<file path="src/hdl/holo_bridge_pkg.sv">
// shared types and constants; the default UART rate assumes a 100 MHz sys_clk
package holo_bridge_pkg;

  // one uart or spi byte
  typedef logic [7:0] byte_t;
  // spi frame, address byte in the upper half
  typedef logic [15:0] spi_word_t;

  // 100 MHz / 115200 baud
  localparam int CLKS_PER_BIT_DEFAULT = 868;

  // sck half period in sys_clk cycles
  localparam int SPI_HALF_PERIOD = 4;
  localparam int SPI_FRAME_BITS = 16;
  localparam int SPI_HALF_W = $clog2(SPI_HALF_PERIOD);
  localparam int SPI_EDGE_W = $clog2(2 * SPI_FRAME_BITS);
  typedef logic [SPI_HALF_W-1:0] spi_half_t;
  typedef logic [SPI_EDGE_W-1:0] spi_edge_t;

  // slm reset hold after the command drops
  typedef logic [3:0] hold_cnt_t;
  localparam hold_cnt_t RESET_HOLD_CYCLES = 4'd10;

  // reply fifo geometry
  localparam int REPLY_DEPTH = 4;
  localparam int REPLY_PTR_W = 2;
  typedef logic [REPLY_PTR_W-1:0] reply_ptr_t;
  typedef logic [REPLY_PTR_W:0] reply_cnt_t;

  typedef enum logic [1:0] {UART_IDLE, UART_START, UART_DATA, UART_STOP} uart_state_t;
  typedef enum logic [1:0] {SPI_IDLE, SPI_SHIFT, SPI_FINISH} spi_state_t;
  typedef enum logic [1:0] {RQ_IDLE, RQ_LAUNCH, RQ_WAIT_ACTIVE} reply_state_t;

endpackage
</file>
<file path="src/hdl/spi_xfer_if.sv">
// strobes only, no handshake; start is ignored while the spi engine is busy
`timescale 1ns/1ps

interface spi_xfer_if;
  import holo_bridge_pkg::*;

  // request side
  logic  start;
  byte_t addr_byte;
  byte_t data_byte;
  // result side, done is a single-cycle pulse
  logic  done;
  byte_t rx_byte;

  modport requester (output start, output addr_byte, output data_byte);
  modport engine (input start, input addr_byte, input data_byte, output done, output rx_byte);
  modport result (input done, input rx_byte);

endinterface

</file>
<file path="src/hdl/holo_bridge_top.sv">
// sys_clk must already be clean at the rate that clks_per_bit was set for
`timescale 1ns/1ps

module holo_bridge_top #(
  parameter int clks_per_bit = holo_bridge_pkg::CLKS_PER_BIT_DEFAULT
) (
  input  logic sys_clk,
  input  logic reset_all_cmd_w,
  input  logic uart_rx_i,
  output logic uart_tx_o,
  output logic spi_sen_o,
  output logic spi_sck_o,
  output logic spi_sdat_o,
  input  logic spi_sout_i,
  output logic slm_reset_n_o
);
  import holo_bridge_pkg::*;

  logic  rx_valid;
  byte_t rx_byte;
  logic  tx_start;
  byte_t tx_byte;
  logic  tx_active;

  spi_xfer_if xfer_bus ();

  ////////////////////////////////////////////////////////////////////////////
  // pc side uart
  ////////////////////////////////////////////////////////////////////////////

  uart_rx #(.clks_per_bit(clks_per_bit)) u_uart_rx (
    .sys_clk        (sys_clk),
    .reset_all_cmd_w(reset_all_cmd_w),
    .rx_serial_i    (uart_rx_i),
    .rx_valid_o     (rx_valid),
    .rx_byte_o      (rx_byte)
  );

  uart_tx #(.clks_per_bit(clks_per_bit)) u_uart_tx (
    .sys_clk        (sys_clk),
    .reset_all_cmd_w(reset_all_cmd_w),
    .tx_start_i     (tx_start),
    .tx_byte_i      (tx_byte),
    .tx_active_o    (tx_active),
    .tx_serial_o    (uart_tx_o)
  );

  ////////////////////////////////////////////////////////////////////////////
  // slm side spi and reset
  ////////////////////////////////////////////////////////////////////////////

  // address then data pairs
  byte_pairer u_byte_pairer (
    .sys_clk        (sys_clk),
    .reset_all_cmd_w(reset_all_cmd_w),
    .rx_valid_i     (rx_valid),
    .rx_byte_i      (rx_byte),
    .xfer           (xfer_bus.requester)
  );

  spi_master u_spi_master (
    .sys_clk        (sys_clk),
    .reset_all_cmd_w(reset_all_cmd_w),
    .xfer           (xfer_bus.engine),
    .sen_o          (spi_sen_o),
    .sck_o          (spi_sck_o),
    .sdat_o         (spi_sdat_o),
    .sout_i         (spi_sout_i)
  );

  // read-back bytes queued for the uart
  reply_queue u_reply_queue (
    .sys_clk        (sys_clk),
    .reset_all_cmd_w(reset_all_cmd_w),
    .xfer           (xfer_bus.result),
    .tx_active_i    (tx_active),
    .tx_start_o     (tx_start),
    .tx_byte_o      (tx_byte)
  );

  reset_stretcher u_reset_stretcher (
    .sys_clk        (sys_clk),
    .reset_all_cmd_w(reset_all_cmd_w),
    .slm_reset_n_o  (slm_reset_n_o)
  );

endmodule

</file>
<file path="src/hdl/reply_queue.sv">
// four entries; replies arriving while full are dropped without any flag
`timescale 1ns/1ps

module reply_queue (
  input  logic                   sys_clk,
  input  logic                   reset_all_cmd_w,
  spi_xfer_if.result             xfer,
  input  logic                   tx_active_i,
  output logic                   tx_start_o,
  output holo_bridge_pkg::byte_t tx_byte_o
);
  import holo_bridge_pkg::*;

  byte_t        mem [REPLY_DEPTH];
  reply_ptr_t   wr_ptr;
  reply_ptr_t   rd_ptr;
  reply_cnt_t   count;
  reply_state_t state;
  // tx_active seen high for the current byte
  logic         seen_active;
  logic         full;
  logic         empty;
  logic         wr_en;
  logic         rd_en;

  assign full  = (count == reply_cnt_t'(REPLY_DEPTH));
  assign empty = (count == '0);
  assign wr_en = xfer.done & ~full;
  assign rd_en = (state == RQ_IDLE) & ~empty & ~tx_active_i;

  ////////////////////////////////////////////////////////////////////////////
  // circular buffer
  ////////////////////////////////////////////////////////////////////////////

  always_ff @(posedge sys_clk) begin
    if (wr_en) begin
      mem[wr_ptr] <= xfer.rx_byte;
    end
  end

  always_ff @(posedge sys_clk) begin
    if (reset_all_cmd_w) begin
      wr_ptr <= '0;
      rd_ptr <= '0;
      count  <= '0;
    end else begin
      // pointers wrap at the depth
      if (wr_en) begin
        wr_ptr <= wr_ptr + 1'b1;
      end
      if (rd_en) begin
        rd_ptr <= rd_ptr + 1'b1;
      end
      case ({wr_en, rd_en})
        2'b10:   count <= count + 1'b1;
        2'b01:   count <= count - 1'b1;
        default: count <= count;
      endcase
    end
  end

  ////////////////////////////////////////////////////////////////////////////
  // read then start sequencer
  ////////////////////////////////////////////////////////////////////////////

  always_ff @(posedge sys_clk) begin
    if (reset_all_cmd_w) begin
      state       <= RQ_IDLE;
      seen_active <= 1'b0;
      tx_start_o  <= 1'b0;
    end else begin
      tx_start_o <= 1'b0;
      case (state)
        RQ_IDLE: begin
          seen_active <= 1'b0;
          // byte registered here, start strobe one cycle later
          if (rd_en) begin
            tx_byte_o <= mem[rd_ptr];
            state     <= RQ_LAUNCH;
          end
        end
        RQ_LAUNCH: begin
          tx_start_o <= 1'b1;
          state      <= RQ_WAIT_ACTIVE;
        end
        RQ_WAIT_ACTIVE: begin
          // wait for the transmitter to go busy and then idle
          if (tx_active_i) begin
            seen_active <= 1'b1;
          end else if (seen_active) begin
            state <= RQ_IDLE;
          end
        end
        default: state <= RQ_IDLE;
      endcase
    end
  end

endmodule

</file>
<file path="src/hdl/reset_stretcher.sv">
// output follows the command combinationally, hold length fixed by RESET_HOLD_CYCLES
`timescale 1ns/1ps

module reset_stretcher (
  input  logic sys_clk,
  input  logic reset_all_cmd_w,
  output logic slm_reset_n_o
);
  import holo_bridge_pkg::*;

  hold_cnt_t hold_cnt;

  // reload while commanded, count down afterwards
  always_ff @(posedge sys_clk) begin
    if (reset_all_cmd_w) begin
      hold_cnt <= RESET_HOLD_CYCLES;
    end else if (hold_cnt != '0) begin
      hold_cnt <= hold_cnt - 1'b1;
    end
  end

  // active low slm reset
  assign slm_reset_n_o = ~(reset_all_cmd_w | (hold_cnt != '0));

endmodule

</file>
<file path="src/hdl/byte_pairer.sv">
// no framing between bytes; a lost byte shifts every later pair by one
`timescale 1ns/1ps

module byte_pairer (
  input  logic                   sys_clk,
  input  logic                   reset_all_cmd_w,
  input  logic                   rx_valid_i,
  input  holo_bridge_pkg::byte_t rx_byte_i,
  spi_xfer_if.requester          xfer
);

  // high when the next byte completes a pair
  logic second_byte;

  always_ff @(posedge sys_clk) begin
    if (reset_all_cmd_w) begin
      second_byte <= 1'b0;
      xfer.start  <= 1'b0;
    end else begin
      xfer.start <= 1'b0;
      if (rx_valid_i) begin
        // previous byte becomes the address
        xfer.addr_byte <= xfer.data_byte;
        xfer.data_byte <= rx_byte_i;
        second_byte    <= ~second_byte;
        // launch on every even byte
        if (second_byte) begin
          xfer.start <= 1'b1;
        end
      end
    end
  end

endmodule

</file>
<file path="src/hdl/spi_master.sv">
// mode 0, 16-bit frames only; start is ignored while a frame is in flight
`timescale 1ns/1ps

module spi_master (
  input  logic       sys_clk,
  input  logic       reset_all_cmd_w,
  spi_xfer_if.engine xfer,
  output logic       sen_o,
  output logic       sck_o,
  output logic       sdat_o,
  input  logic       sout_i
);
  import holo_bridge_pkg::*;

  spi_state_t state;
  spi_half_t  half_cnt;
  // sck toggles done so far in this frame
  spi_edge_t  edge_cnt;
  spi_word_t  tx_shift;
  byte_t      rx_shift;

  // last 8 bits sampled are the read-back byte
  assign xfer.rx_byte = rx_shift;

  always_ff @(posedge sys_clk) begin
    if (reset_all_cmd_w) begin
      state     <= SPI_IDLE;
      half_cnt  <= '0;
      edge_cnt  <= '0;
      sen_o     <= 1'b1;
      sck_o     <= 1'b0;
      sdat_o    <= 1'b0;
      xfer.done <= 1'b0;
    end else begin
      xfer.done <= 1'b0;
      case (state)
        SPI_IDLE: begin
          if (xfer.start) begin
            tx_shift <= {xfer.addr_byte, xfer.data_byte};
            // address msb goes out first
            sdat_o   <= xfer.addr_byte[7];
            sen_o    <= 1'b0;
            half_cnt <= '0;
            edge_cnt <= '0;
            state    <= SPI_SHIFT;
          end
        end
        SPI_SHIFT: begin
          if (half_cnt == spi_half_t'(SPI_HALF_PERIOD - 1)) begin
            half_cnt <= '0;
            sck_o    <= ~sck_o;
            edge_cnt <= edge_cnt + 1'b1;
            if (!sck_o) begin
              // rising edge, capture sout
              rx_shift <= {rx_shift[6:0], sout_i};
            end else begin
              // falling edge, present next bit
              tx_shift <= {tx_shift[14:0], 1'b0};
              sdat_o   <= tx_shift[14];
            end
            // 31st toggle is the last rising edge
            if (edge_cnt == spi_edge_t'(2 * SPI_FRAME_BITS - 2)) begin
              state <= SPI_FINISH;
            end
          end else begin
            half_cnt <= half_cnt + 1'b1;
          end
        end
        SPI_FINISH: begin
          // hold the last high phase, then close the frame
          if (half_cnt == spi_half_t'(SPI_HALF_PERIOD - 1)) begin
            half_cnt  <= '0;
            sck_o     <= 1'b0;
            sen_o     <= 1'b1;
            xfer.done <= 1'b1;
            state     <= SPI_IDLE;
          end else begin
            half_cnt <= half_cnt + 1'b1;
          end
        end
        default: state <= SPI_IDLE;
      endcase
    end
  end

endmodule

</file>
<file path="src/hdl/uart_tx.sv">
// 8N1 only; a start strobe while tx_active_o is high is ignored
`timescale 1ns/1ps

module uart_tx #(
  parameter int clks_per_bit = holo_bridge_pkg::CLKS_PER_BIT_DEFAULT
) (
  input  logic                   sys_clk,
  input  logic                   reset_all_cmd_w,
  input  logic                   tx_start_i,
  input  holo_bridge_pkg::byte_t tx_byte_i,
  output logic                   tx_active_o,
  output logic                   tx_serial_o
);
  import holo_bridge_pkg::*;

  typedef logic [$clog2(clks_per_bit)-1:0] clk_cnt_t;

  uart_state_t state;
  clk_cnt_t    clk_cnt;
  logic [2:0]  bit_idx;
  // shifts right, bit 0 is next on the line
  byte_t       data_r;

  always_ff @(posedge sys_clk) begin
    if (reset_all_cmd_w) begin
      state       <= UART_IDLE;
      clk_cnt     <= '0;
      bit_idx     <= '0;
      tx_active_o <= 1'b0;
      tx_serial_o <= 1'b1;
    end else begin
      case (state)
        UART_IDLE: begin
          clk_cnt <= '0;
          if (tx_start_i) begin
            data_r      <= tx_byte_i;
            tx_active_o <= 1'b1;
            // start bit
            tx_serial_o <= 1'b0;
            state       <= UART_START;
          end
        end
        UART_START: begin
          if (clk_cnt == clk_cnt_t'(clks_per_bit - 1)) begin
            clk_cnt     <= '0;
            bit_idx     <= '0;
            tx_serial_o <= data_r[0];
            data_r      <= {1'b0, data_r[7:1]};
            state       <= UART_DATA;
          end else begin
            clk_cnt <= clk_cnt + 1'b1;
          end
        end
        UART_DATA: begin
          if (clk_cnt == clk_cnt_t'(clks_per_bit - 1)) begin
            clk_cnt <= '0;
            if (bit_idx == 3'd7) begin
              // stop bit
              tx_serial_o <= 1'b1;
              state       <= UART_STOP;
            end else begin
              bit_idx     <= bit_idx + 1'b1;
              tx_serial_o <= data_r[0];
              data_r      <= {1'b0, data_r[7:1]};
            end
          end else begin
            clk_cnt <= clk_cnt + 1'b1;
          end
        end
        UART_STOP: begin
          // active drops as the stop bit ends
          if (clk_cnt == clk_cnt_t'(clks_per_bit - 1)) begin
            tx_active_o <= 1'b0;
            state       <= UART_IDLE;
          end else begin
            clk_cnt <= clk_cnt + 1'b1;
          end
        end
        default: state <= UART_IDLE;
      endcase
    end
  end

endmodule

</file>
<file path="src/hdl/uart_rx.sv">
// 8N1 only, no parity; clks_per_bit must be at least 4 for a clean mid-bit sample
`timescale 1ns/1ps

module uart_rx #(
  parameter int clks_per_bit = holo_bridge_pkg::CLKS_PER_BIT_DEFAULT
) (
  input  logic                   sys_clk,
  input  logic                   reset_all_cmd_w,
  input  logic                   rx_serial_i,
  output logic                   rx_valid_o,
  output holo_bridge_pkg::byte_t rx_byte_o
);
  import holo_bridge_pkg::*;

  typedef logic [$clog2(clks_per_bit)-1:0] clk_cnt_t;

  uart_state_t state;
  clk_cnt_t    clk_cnt;
  logic [2:0]  bit_idx;
  // two-flop sync on the async line
  logic        rx_meta;
  logic        rx_s;

  always_ff @(posedge sys_clk) begin
    if (reset_all_cmd_w) begin
      rx_meta <= 1'b1;
      rx_s    <= 1'b1;
    end else begin
      rx_meta <= rx_serial_i;
      rx_s    <= rx_meta;
    end
  end

  always_ff @(posedge sys_clk) begin
    if (reset_all_cmd_w) begin
      state      <= UART_IDLE;
      clk_cnt    <= '0;
      bit_idx    <= '0;
      rx_valid_o <= 1'b0;
    end else begin
      rx_valid_o <= 1'b0;
      case (state)
        UART_IDLE: begin
          clk_cnt <= '0;
          // falling edge means a possible start bit
          if (!rx_s) begin
            state <= UART_START;
          end
        end
        UART_START: begin
          // confirm start at half a bit, glitches go back to idle
          if (clk_cnt == clk_cnt_t'((clks_per_bit - 1) / 2)) begin
            clk_cnt <= '0;
            bit_idx <= '0;
            state   <= rx_s ? UART_IDLE : UART_DATA;
          end else begin
            clk_cnt <= clk_cnt + 1'b1;
          end
        end
        UART_DATA: begin
          if (clk_cnt == clk_cnt_t'(clks_per_bit - 1)) begin
            clk_cnt            <= '0;
            // lsb first, sampled at bit centre
            rx_byte_o[bit_idx] <= rx_s;
            if (bit_idx == 3'd7) begin
              state <= UART_STOP;
            end else begin
              bit_idx <= bit_idx + 1'b1;
            end
          end else begin
            clk_cnt <= clk_cnt + 1'b1;
          end
        end
        UART_STOP: begin
          // middle of stop bit, framing error drops the byte
          if (clk_cnt == clk_cnt_t'(clks_per_bit - 1)) begin
            rx_valid_o <= rx_s;
            state      <= UART_IDLE;
          end else begin
            clk_cnt <= clk_cnt + 1'b1;
          end
        end
        default: state <= UART_IDLE;
      endcase
    end
  end

endmodule

</file>
<file path="config.mk">
export PLATFORM = sky130hd
export DESIGN_NAME = holo_bridge_top
export DESIGN_NICKNAME = d
export VERILOG_FILES = /design/src/hdl/holo_bridge_pkg.sv /design/src/hdl/spi_xfer_if.sv /design/src/hdl/holo_bridge_top.sv /design/src/hdl/reply_queue.sv /design/src/hdl/reset_stretcher.sv /design/src/hdl/byte_pairer.sv /design/src/hdl/spi_master.sv /design/src/hdl/uart_tx.sv /design/src/hdl/uart_rx.sv
export SDC_FILE = /design/constraint.sdc
export NUM_CORES = 1
export LEC_CHECK = 0
export BUFFER_PORTS_ARGS = -buffer_cell sky130_fd_sc_hd__buf_4
export CORE_MARGIN = 5
export CORE_UTILIZATION = 54
export CTS_CLUSTER_DIAMETER = 30
export DETAILED_ROUTE_END_ITERATION = 16
export PLACE_DENSITY = 0.81
export SLEW_MARGIN = 10
export SYNTH_ARGS = -nofsm -noshare
export SYNTH_HDL_FRONTEND = slang
export SYNTH_HIERARCHICAL = 1
export SYNTH_SLANG_ARGS = --single-unit
</file>
<file path="constraint.sdc">
create_clock -name sys_clk -period 5.85 [get_ports sys_clk]
set_input_delay 1.4625 -clock sys_clk [delete_from_list [all_inputs] [get_ports sys_clk]]
set_output_delay 1.4625 -clock sys_clk [all_outputs]
set_load 0.02 [all_outputs]
</file>
==> run_results.csv <==
group,metric,value,unit
status,outcome,"finished clean",
drt,wire_per_inst,15.40,µm
global_route,antenna_found_initial,0,
global_route,grt_pass1_vias,4105,
cells_and_area,layout.nets,593,
drt,ant_nets,0,
timing,period_minus_slack,3.716,ns
placed_design,place_congestion,0.8639,
pwr,sequentialPowerShare,51.0,%
pwr,power_density,319.4,mW/mm²
clock_network,clkLatencyLatePin,0.42,ns
placed_design,dp_hpwl,7536,µm
logic_synthesis,ys_seq_area_share,58.73,%
setup_path,timing.critical_path.mode_cell,"buf_4",
timing,clock_skew,0.01025,ns
setup_path,slowest_stage,"buf_4",
global_route,track_usage,15.35,%
setup_path,startpoint_type,"input pin",
timing,slew_headroom,28.97,%
placed_design,portBuffers,8,
floorplan,io_pins,9,
logic_synthesis,yosys_register_bits,160,
drt,drt_iter0_markers,284,
cells_and_area,post_route_cells_drive_above_1_share,18.12,%
logic_synthesis,yosysTopAreaCell,"edfxtp_1",
floorplan,fp.dieH,124.4,µm
cells_and_area,fillers,933,
timing,rsz0062_at_grt,"false",
clock_network,hold_buffers,0,
logic_synthesis,netlist.area_leader.share,40.33,%
timing,fmax,269.1,MHz
clock_network,cts.sinks,160,
global_route,overflow,0,
drt,via_per_inst,5.653,
setup_path,cp_cell_sequence,"buf_4 -> nor3_1 -> buf_4",
logic_synthesis,synth_nets,582,
setup_path,crit_fanout,64,
clock_network,root_buffer,"clkbuf_16",
clock_network,cts.path.max_buffers,2,
clock_network,post_cts_buffers,0,
floorplan,coreArea,0.01272,mm²
setup_path,r2r_slack,3.19,ns
clock_network,cts_made_buffers,17,
pwr,p_sw,614.4,µW
clock_network,post_cts_resized,0,
timing,setup_viol,0,
drt,routed_wl,11490,µm
floorplan,die-area,0.01549,mm²
setup_path,r2r_start,"u_uart_tx/clk_cnt[0]",
floorplan,rows,41,
logic_synthesis,syn_area_per_cell,12.86,µm²
pwr,p_int,1.894,mW
timing,drv_slew,0,
pwr,p_comb_share,7.5,%
cells_and_area,syn_to_final_growth,11.06,%
drt,dr.pass1.iters,6,
setup_path,endpoint,"slm_reset_n_o",
logic_synthesis,syn_inst,550,
timing,tns,0,ns
global_route,grt_pass1_wl,19440,µm
timing,min_period_over_period,63.53,%
pwr,p_leak,2.602,nW
setup_path,crit_arrival,2.25,ns
logic_synthesis,synth_area,0.007073,mm²
clock_network,clkTransAtPathRegs,0.06,ns
pwr,ir_drop,0.2165,mV
logic_synthesis,async_flop_share,0,%
floorplan,fp.dieW,124.4,µm
global_route,grt_max_degree,65,
worst_hold_path,worstHoldPathType,"reg2reg",
cells_and_area,design_area,0.007855,mm²
clock_network,ctsHtreeMaxLevel,4,
timing,tightest_slew,1.063,ns
setup_path,critPathMaxStageDelay,0.49,ns
setup_path,worstSetupPathType,"in2out",
pwr,switching_share,24.49,%
setup_path,reg2reg_to,"u_uart_tx/data_r[0]",
setup_path,end_kind,"output pin",
logic_synthesis,netlist_top_cells_count,"edfxtp_1 (95), dfxtp_1 (65), nor2_1 (47), ha_1 (27)",
setup_path,startpoint,"reset_all_cmd_w",
timing,hold_viol_final,0,
placed_design,place_area,0.007287,mm²
pwr,p_clk_share,41.5,%
logic_synthesis,synth_top_flop_cell,"edfxtp_1",
logic_synthesis,synth_edf_count,95,
logic_synthesis,yosysWarnings,6,
floorplan,start_util,55.60,%
drt,vias,4217,
drt,drc,0,
flow_run,cap_viol_max_count,0,
cells_and_area,antenna_cells,0,
clock_network,cts_tree,"yes",
setup_path,r2r_cells,5,
logic_synthesis,synth_cell_types,83,
logic_synthesis,synth_area_leaders,"edfxtp_1 (40%), dfxtp_1 (18%), ha_1 (4.8%)",
setup_path,required,4.39,ns
worst_hold_path,holdPathStages,1,
logic_synthesis,synth_most_common_cell,"edfxtp_1",
[per-stage QoR]
stage | setup slack [ns] | total power, mW | util (%) | cells | hold WS (ns)
after floorplan | 2.182 | 1.447 | - | 550 | 0.3895
after global placement | 2.127 | 1.475 | 57.28 | 714 | 0.3985
after detailed placement | 2.113 | 1.490 | 57.28 | 714 | 0.3941
after CTS | 2.114 | 2.534 | 61.74 | 746 | 0.4092
after global routing | 2.054 | 2.615 | 61.74 | 746 | 0.4213
final | 2.134 | 2.509 | 61.74 | 746 | 0.4082
[cell families after synthesis]
kind of cell	share of synthesized area, %
simple gates	16.47
compound gates	6.864
fa+ha+maj	5.059
buf+inv	2.477
xor+xnor	2.353
flops	58.73
mux	8.049
[flip-flops by register name, indices dropped and copies added, names as in the netlist, 3 cells and up, named ones only]
signal	flops
u_uart_rx/bit_idx	3
u_reply_queue/count	3
u_uart_tx/clk_cnt	10
u_spi_master/xfer.rx_byte	8
u_spi_master/edge_cnt	5
u_uart_tx/bit_idx	3
u_uart_tx/data_r	8
u_reset_stretcher/hold_cnt	4
u_byte_pairer/xfer.data_byte	8
u_reply_queue/mem	32
u_spi_master/tx_shift	15
u_byte_pairer/xfer.addr_byte	8
u_uart_rx/rx_byte_o	8
u_reply_queue/tx_byte_o	8
u_uart_rx/clk_cnt	10
[placed cells by master, fill, tap and decap left out, drive strengths merged, types with 7 or more instances in the layout]
master | netlist | layout
edfxtp | 95 | 95
dfxtp | 65 | 65
nor2 | 48 | 48
inv | 22 | 31
ha | 27 | 27
mux2 | 25 | 25
a21oi | 20 | 20
nand2 | 18 | 18
clkbuf | 8 | 17
nand3 | 17 | 17
nor2b | 15 | 15
xor2 | 14 | 14
nor3 | 13 | 13
nand2b | 12 | 12
buf | 10 | 10
mux2i | 10 | 10
o21ai | 9 | 9
mux4 | 8 | 8
nand3b | 8 | 8
and2 | 7 | 7
nand4 | 7 | 7
[power by group through the flow]
| stage | logic, mW | clock network, mW | registers [mW] |
|---|---|---|---|
| after floorplan | 0.169 | 0 | 1.28 |
| after global placement | 0.175 | 0 | 1.30 |
| after detailed placement | 0.187 | 0 | 1.30 |
| after CTS | 0.189 | 1.07 | 1.28 |
| after global routing | 0.207 | 1.12 | 1.29 |
| final | 0.189 | 1.04 | 1.28 |
[routing by layer]
layer / routed length, µm / global-route usage (%) / up-vias
met5: 0 / 0 / -
met4: 191 / 6.705 / 0
met3: 451 / 4.331 / 20
met2: 5675 / 24.40 / 102
met1: 5168 / 19.66 / 2033
li1: - / - / 2062
[worst max-delay path, delay by kind of cell]
kind                   cells  cell delay [ns]
buffers and inverters      2             0.67
and+or+nand+nor            1             0.11
[worst min path at each step]
stage / start / endpoint / slack, ns
floorplan: u_uart_rx/rx_meta / u_uart_rx/rx_s / 0.39
global placement: u_uart_rx/rx_meta / u_uart_rx/rx_s / 0.40
detailed placement: u_uart_rx/rx_meta / u_uart_rx/rx_s / 0.39
global route: u_uart_rx/rx_meta / u_uart_rx/rx_s / 0.42
finish: u_uart_rx/rx_meta / u_uart_rx/rx_s / 0.41
CTS: u_uart_rx/rx_meta / u_uart_rx/rx_s / 0.41
[final cells by class]
cell class	count	area (µm²)	area share, %
multi-input cells	349	2756	35.09
repair buffers	10	75.07	0.9557
flip-flops and latches	160	4154	52.88
inverters	23	86.33	1.099
clock inverters	15	142.6	1.816
clock buffers	17	425.4	5.416
well taps	172	215.2	2.740
(Power assumes the default switching activity.)
